### src/cache_pkg.sv
`default_nettype none

package cache_pkg;

	localparam int addr_width = 16; // byte address into main memory
	localparam int word_width = 16; // one processor word

	localparam int tag_width = 5; // addr[15:11]
	localparam int index_width = 7; // addr[10:4] selects the set
	localparam int num_sets = 128; // 2**index_width

	localparam int words_per_block = 8; // 16-byte blocks
	localparam int word_sel_width = 3; // addr[3:1] picks the word inside the block

	// upper address bits that name a whole block (tag + set)
	localparam int block_width = tag_width + index_width;

	// fill controller states
	typedef enum logic [1:0] {
		fill_idle, // waiting for a read miss
		fill_issue, // sending the eight word reads
		fill_drain // waiting for the last returns
	} fill_state_t;

endpackage

`default_nettype wire

### src/mem_pkg.sv
`default_nettype none

package mem_pkg;

	localparam int mem_latency = 4; // cycles from read request to rvalid
	localparam int mem_words = 32768; // 64 KB of byte space in 16-bit words

	// word at byte address w powers up as w ^ mem_init_pattern
	localparam logic [15:0] mem_init_pattern = 16'h5a5a;

	// who owns a read in flight on the shared port
	typedef enum logic {
		req_fetch, // instruction cache
		req_data // data cache
	} requester_t;

endpackage

`default_nettype wire

### src/mem_arbiter.sv
`timescale 1ns/1ps
`default_nettype none

module mem_arbiter (
	input  logic                           clk,
	input  logic                           rst,
	input  logic                           fetch_mem_read,
	input  logic                           fetch_mem_write,
	input  logic [cache_pkg::addr_width-1:0] fetch_mem_addr,
	input  logic [cache_pkg::word_width-1:0] fetch_mem_wdata,
	output logic                           fetch_mem_grant,
	output logic                           fetch_mem_valid,
	output logic [cache_pkg::word_width-1:0] fetch_mem_rdata,
	input  logic                           data_mem_read,
	input  logic                           data_mem_write,
	input  logic [cache_pkg::addr_width-1:0] data_mem_addr,
	input  logic [cache_pkg::word_width-1:0] data_mem_wdata,
	output logic                           data_mem_grant,
	output logic                           data_mem_valid,
	output logic [cache_pkg::word_width-1:0] data_mem_rdata,
	output logic                           mem_read,
	output logic                           mem_write,
	output logic [cache_pkg::addr_width-1:0] mem_addr,
	output logic [cache_pkg::word_width-1:0] mem_wdata,
	input  logic                           mem_rvalid,
	input  logic [cache_pkg::word_width-1:0] mem_rdata
);
	import mem_pkg::*;

	requester_t read_owner; // requester of the read issued this cycle
	requester_t owner [mem_latency]; // lines up with the memory read pipe

	// fixed priority order is data write, fetch write, data read, fetch read
	always_comb begin
		mem_read = 1'b0;
		mem_write = 1'b0;
		mem_addr = data_mem_addr;
		mem_wdata = data_mem_wdata;
		fetch_mem_grant = 1'b0;
		data_mem_grant = 1'b0;
		read_owner = req_fetch;
		if (data_mem_write) begin
			mem_write = 1'b1; // writes never wait
		end else if (fetch_mem_write) begin
			mem_write = 1'b1;
			mem_addr = fetch_mem_addr;
			mem_wdata = fetch_mem_wdata;
		end else if (data_mem_read) begin
			mem_read = 1'b1;
			data_mem_grant = 1'b1;
			read_owner = req_data;
		end else if (fetch_mem_read) begin
			mem_read = 1'b1;
			fetch_mem_grant = 1'b1;
			mem_addr = fetch_mem_addr;
		end
	end

	always_ff @(posedge clk) begin
		if (rst) begin
			for (int k = 0; k < mem_latency; k++) begin
				owner[k] <= req_fetch;
			end
		end else begin
			owner[0] <= read_owner; // only meaningful when a read went out
			for (int k = 1; k < mem_latency; k++) begin
				owner[k] <= owner[k-1];
			end
		end
	end

	// word goes back only to the cache that asked for it
	assign fetch_mem_valid = mem_rvalid & (owner[mem_latency-1] == req_fetch);
	assign data_mem_valid = mem_rvalid & (owner[mem_latency-1] == req_data);
	assign fetch_mem_rdata = mem_rdata; // qualified by the valid above
	assign data_mem_rdata = mem_rdata;

endmodule

`default_nettype wire

### config.mk
export PLATFORM = sky130hd
export DESIGN_NAME = mem_arbiter
export DESIGN_NICKNAME = d
export VERILOG_FILES = /design/src/cache_pkg.sv /design/src/mem_pkg.sv /design/src/mem_arbiter.sv
export SDC_FILE = /design/constraint.sdc
export NUM_CORES = 1
export LEC_CHECK = 0
export ABC_AREA = 1
export BUFFER_PORTS_ARGS = -buffer_cell sky130_fd_sc_hd__buf_2
export CORE_MARGIN = 4
export CORE_UTILIZATION = 26
export CTS_BUF_LIST = sky130_fd_sc_hd__clkbuf_8 sky130_fd_sc_hd__clkbuf_16
export CTS_CLUSTER_DIAMETER = 100
export DETAILED_ROUTE_END_ITERATION = 10
export HOLD_SLACK_MARGIN = 0.02
export PLACE_DENSITY = 0.78
export RECOVER_POWER = 50
export SETUP_SLACK_MARGIN = 0.4
export SYNTH_ARGS = -nofsm -noshare
export SYNTH_HDL_FRONTEND = slang
export SYNTH_SLANG_ARGS = --single-unit
export TNS_END_PERCENT = 1
### constraint.sdc
create_clock -name clk -period 0.8 [get_ports clk]
set_input_delay 0.04 -clock clk [delete_from_list [all_inputs] [get_ports clk]]
set_output_delay 0.04 -clock clk [all_outputs]
set_load 0.1 [all_outputs]
==> results.py, run 1 <==
metrics = {
    "global_routing": {
        "grt_use_total_pct": 16.8,
        "antenna_found_initial": 0,
        "grt_max_degree": 17,
        "grt_first_pass_wirelength_um": 6670,
        "grt_pass1_vias": 1458,
        "grt.overflow.total": 0,
    },
    "logic_synthesis": {
        "synth_cells": 166,
        "synth_nets": 253,
        "ys_warn_count": 0,
        "ys_types": 14,
        "synth_area_leaders": "buf_4, nand3_1, nand2_1",
        "ys_ff_latch": 4,
        "yosysSeqAreaShare_pct": 8.26,
        "syn_avg_cell_area_um2": 5.84,
        "netlist.area_leader.share_pct": 28.6,
        "synth_top_area_cell": "buf_4",
        "syn-cell-area_um2": 970,
    },
    "final_layout": {
        "drive_gt1_share_pct": 81.7,
        "num-fill-cells": 288,
        "final_cell_mix": "buf_2, buf_12, nand3_1, nand2_4, nand2_2",
        "syn2layout_area_growth_pct": 147,
        "instances_no_fill": 292,
        "diodes": 0,
        "largestRegisters": "owner: 4 flops",
        "nets": 335,
        "layout_commonest_cell": "buf_2",
        "largest_reg_flops": 4,
        "fin_util_pct": 69.2,
        "largest-register": "owner",
    },
    "timing": {
        "grt_setup_unrepaired": "true",
        "period_needed_ns": 0.916,
        "worst_pin_slew_ns": 0.208,
        "hold_viol_final": 0,
        "final-setup-viol-count": 20,
        "fmax_mhz": 1090,
        "hold_ws_ns": 0.0191,
        "finalWorstSetupSlack_ns": -0.116,
        "finalCritPeriodShare_pct": 114,
        "slew_violations": 0,
        "skew_ns": 0.00136,
        "slew_headroom_pct": 86.1,
    },
    "die": {
        "die_w_um": 69.1,
        "coreArea_um2": 3470,
        "pin_count": 157,
        "dieArea_um2": 4770,
        "fp-row-count": 21,
        "start_util_pct": 28.0,
        "die_h_um": 69.1,
    },
    "critical_path": {
        "critical_path.slowest_cell": "dfxtp_2",
        "required_ns": 0.76,
        "arrival_ns": 0.88,
        "crit_start": "owner[3]$_SDFF_PP0_",
        "worstReg2RegStart": "owner[1]$_SDFF_PP0_",
        "critPathKind": "reg2out",
        "end_kind": "output port",
        "crit_fanout": 2,
        "cpPeakStageDelay_ns": 0.32,
        "crit_chain": "nand2_2 > clkinvlp_4 > buf_12",
        "start_kind": "flip-flop",
    },
    "clock_tree": {
        "cts.clk_slew.worst_paths_ns": 0.03,
        "worstSkewPairLatency_ns": 0.22,
        "post-cts-setup-buffer-count": 0,
        "cts-root-buf": "clkbuf_8",
        "clkSinkCount": 4,
        "cts_tree": "done",
        "h-tree-depth": 1,
        "clockBufferDepth": 2,
        "cts_buffers": 3,
    },
    "placement": {
        "gp_congestion": 0.750,
        "placed_cells": 288,
        "place_hpwl_um": 3380,
        "numPortBuffers": 108,
    },
    "hold_path": {
        "hold_class": "in2reg",
        "min_from": "rst",
    },
    "drt": {
        "antenna_left": 0,
        "drt-vias-per-instance": 4.80,
        "via_count": 1403,
        "drt_wl_total_um": 4260,
        "drtIter0Drc": 37,
        "drc_errors": 0,
        "first_pass_iters": 4,
        "drt-wirelength-per-cell_um": 14.6,
    },
    "power_and_ir_drop": {
        "vdd_drop_max_mv": 0.612,
        "p_per_area_nw_per_um2": 1380,
        "p_leak_nw": 1.17,
    },
    "flow_run": {
        "max-cap-violations": 0,
    },
    "status": {
        "status": "complete, but fails checks",
        "violations": "negative setup slack",
    },
}
cells by family (layout without fill, tap and decap cells):
| group | after synthesis | in the layout | share of synthesized area, % |
|---|---|---|---|
| and+or+nand+nor | 111 | 112 | 53.7 |
| buffers and inverters | 51 | 130 | 38.1 |
| DFF | 4 | 4 | 8.26 |
synth_stat cells:
cell,number
inv_1,7
buf_2,2
nand3_1,48
buf_6,2
nand3_2,2
nand2_1,51
nand2_2,1
nand2_4,2
inv_4,2
nor2_1,6
nand3_4,1
buf_4,37
buf_12,1
dfxtp_1,4
cell type report:
| type | count | area (µm²) | share of cell area (%) |
|---|---|---|---|
| sequential | 4 | 85.1 | 3.55 |
| clock buffer | 3 | 41.3 | 1.72 |
| inverter | 9 | 65.1 | 2.71 |
| multi-input combinational | 112 | 868 | 36.2 |
| tap | 46 | 57.6 | 2.40 |
| timing repair buffer | 118 | 1280 | 53.4 |
stage by stage:
stage | cell area [µm²] | TNS [ns] | setup slack [ns] | total power, W
after floorplan | 1210 | -1.03 | -0.0717 | 0.00255
after global placement | 2150 | -4.40 | -0.175 | 0.00274
after detailed placement | 2150 | -4.88 | -0.208 | 0.00277
after CTS | 2300 | -1.44 | -0.129 | 0.00328
after global routing | 2400 | -1.64 | -0.153 | 0.00343
final | 2400 | -0.798 | -0.116 | 0.00331
power by group:
group | leakage (nW) | switching (W) | internal (W)
Sequential | 0.0343 | 0.00000137 | 0.000204
Clock | 0.0216 | 0.000106 | 0.000321
Combinational | 1.11 | 0.00170 | 0.000970
final timing paths:
path | to | slack [ns] | depth (start not counted)
worst max-delay path | data_mem_valid | -0.12 | 3
worst min-delay path | owner[2]$_SDFF_PP0_ | 0.02 | 2
worst max register to register | owner[2]$_SDFF_PP0_ | 0.32 | 2
worst min register to register | owner[3]$_SDFF_PP0_ | 0.40 | 2
worst max-delay path: cells and delay by family (launching register included):
family / cells / cell delay, ns
buf+inv: 2 / 0.26
simple gates: 1 / 0.07
flops: 1 / 0.32
what timing repair did:
action                                  CTS  global route
gates cloned                              1             0
pin swaps                                 8             8
endpoints found under the hold margin     3             0
resized for setup                        22            33
endpoints found under the setup margin   42            42
routing by layer:
| metal | global-route usage [%] | part of all wire (%) | up-vias |
|---|---|---|---|
| li1 | - | - | 663 |
| met1 | 15.7 | 30 | 648 |
| met2 | 33.2 | 58 | 76 |
| met3 | 6.10 | 9.7 | 16 |
| met4 | 5.64 | 2.6 | 0 |
| met5 | 0 | 0 | - |
Note: power is estimated with default switching activity, not from simulation.
==> inputs of run 2 (changes only) <==
CELL_PAD_IN_SITES_DETAIL_PLACEMENT = 0   (was not set)
CELL_PAD_IN_SITES_GLOBAL_PLACEMENT = 1   (was not set)
CORE_UTILIZATION = 14   (was 26)
MAX_ROUTING_LAYER = met4   (was not set)
PLACE_DENSITY = not set   (was 0.78)
PLACE_DENSITY_LB_ADDON = 0.1   (was not set)
==> results.py, run 2 (same netlist as run 1, synthesis figures left out) <==
metrics = {
    "die": {
        "dieArea_um2": 8320,
        "fp-row-count": 30,
        "start_util_pct": 14.4,
        "coreArea_um2": 6760,
        "pin_count": 157,
        "die_w_um": 91.2,
        "die_h_um": 91.2,
    },
    "final_layout": {
        "syn2layout_area_growth_pct": 151,
        "num-fill-cells": 703,
        "largest-register": "owner",
        "instances_no_fill": 328,
        "layout_commonest_cell": "buf_2",
        "drive_gt1_share_pct": 78.6,
        "nets": 337,
        "final_cell_mix": "buf_2, buf_12, nand3_1, nand2_4, nand2_2",
        "diodes": 0,
        "largest_reg_flops": 4,
        "largestRegisters": "owner: 4 flops",
    },
    "status": {
        "status": "complete, but fails checks",
        "violations": "negative setup slack",
    },
    "critical_path": {
        "crit_fanout": 2,
        "worstReg2RegStart": "owner[2]$_SDFF_PP0_",
        "start_kind": "flip-flop",
        "crit_start": "owner[3]$_SDFF_PP0_",
        "critPathKind": "reg2out",
        "arrival_ns": 0.87,
        "required_ns": 0.76,
        "end_kind": "output port",
    },
    "hold_path": {
        "min_from": "rst",
        "hold_class": "in2reg",
    },
    "placement": {
        "numPortBuffers": 108,
        "pre_cts_ws_ns": -0.223,
        "gp_congestion": 0.725,
        "placed_cells": 324,
        "place_hpwl_um": 3560,
    },
    "timing": {
        "fmax_mhz": 1100,
        "finalWorstSetupSlack_ns": -0.109,
        "period_needed_ns": 0.909,
        "slew_headroom_pct": 85.8,
        "grt_setup_unrepaired": "true",
        "final-setup-viol-count": 19,
        "worst_pin_slew_ns": 0.212,
        "slew_violations": 0,
        "hold_viol_final": 0,
        "fin_tns_setup_ns": -1.33,
        "skew_ns": 0.00241,
        "finalCritPeriodShare_pct": 114,
        "hold_ws_ns": 0.0255,
    },
    "global_routing": {
        "grt_use_total_pct": 10.0,
        "grt_pass1_vias": 1375,
        "grt.overflow.total": 0,
        "antenna_found_initial": 0,
        "grt_first_pass_wirelength_um": 6710,
        "grt_max_degree": 18,
    },
    "clock_tree": {
        "clkSinkCount": 4,
        "cts-root-buf": "clkbuf_8",
        "worstSkewPairLatency_ns": 0.21,
        "cts_buffers": 3,
        "h-tree-depth": 1,
        "clockBufferDepth": 2,
        "cts.clk_slew.worst_paths_ns": 0.03,
        "cts_tree": "done",
        "post-cts-setup-buffer-count": 0,
    },
    "drt": {
        "drt-met1-wl_um": 1690,
        "drc_errors": 0,
        "via_count": 1338,
        "drt_wl_total_um": 4290,
        "dr_wl_met2_um": 2180,
        "drt-vias-per-instance": 4.08,
        "highest_layer": "met4",
        "drtIter0Drc": 24,
        "route.met3.wl_um": 399,
        "first_pass_iters": 4,
        "drt-wirelength-per-cell_um": 13.1,
        "antenna_left": 0,
    },
    "power_and_ir_drop": {
        "vdd_drop_max_mv": 0.385,
        "p_per_area_nw_per_um2": 1350,
        "p_leak_nw": 1.17,
    },
    "flow_run": {
        "max-cap-violations": 0,
    },
}
-- run 2: changes by cell type in the layout (fill, tap and decap cells not counted), sizes merged --
cell | previous run | this run
buf | 117 | 120
clkbuf | 4 | 3
-- run 2: power by group --
| group | internal [W] | switching [W] | total (W) | leakage [nW] |
|---|---|---|---|---|
| sequential | 0.000204 | 0.000000901 | 0.000205 | 0.0329 |
| combinational | 0.000971 | 0.00169 | 0.00266 | 1.12 |
| clock | 0.000320 | 0.0000994 | 0.000420 | 0.0216 |
| total | 0.00150 | 0.00179 | 0.00329 | 1.17 |
-- run 2: what timing repair did --
action                                 CTS  global route
cloned                                   1             0
gates resized for setup                 30            15
pin swaps                                7             4
endpoints found under the hold margin    1             0
setup endpoints to repair               42            42
-- run 2: metrics by stage --
stage / instance area (µm²) / total power, W / util [%]
final: 2440 / 0.00329 / 36.1
after floorplan: 1210 / 0.00255 / -
after detailed placement: 2210 / 0.00279 / 32.7
after global placement: 2210 / 0.00278 / 32.7
after global routing: 2440 / 0.00342 / 36.1
after CTS: 2380 / 0.00330 / 35.2
-- run 2: worst paths after layout --
kind	to	slack (ns)	depth (start not counted)
setup / recovery	data_mem_valid	-0.11	3
setup reg to reg	owner[3]$_SDFF_PP0_	0.33	2
hold / removal	owner[3]$_SDFF_PP0_	0.03	2
hold reg to reg	owner[2]$_SDFF_PP0_	0.39	2
-- run 2: layer usage --
| metal | up-vias | GRT usage [%] |
|---|---|---|
| li1 | 666 | - |
| met1 | 586 | 11.1 |
| met2 | 75 | 17.5 |
| met3 | 11 | 3.98 |
| met4 | 0 | 1.13 |
| met5 | - | - |
-- run 2: layout make-up --
type                            instances  area [µm²]  area share, %
Tap cell                               80         100           4.11
Inverter                                9        62.6           2.57
Sequential cell                         4        81.3           3.34
Clock buffer                            3        41.3           1.69
Timing Repair Buffer                  120        1280           52.6
Multi-Input combinational cell        112         868           35.6
-- run 2: critical path: stages, from the launching register on --
cell and delay (ns):
dfxtp_2 0.32, nand2_2 0.07, clkinvlp_4 0.09, buf_12 0.17
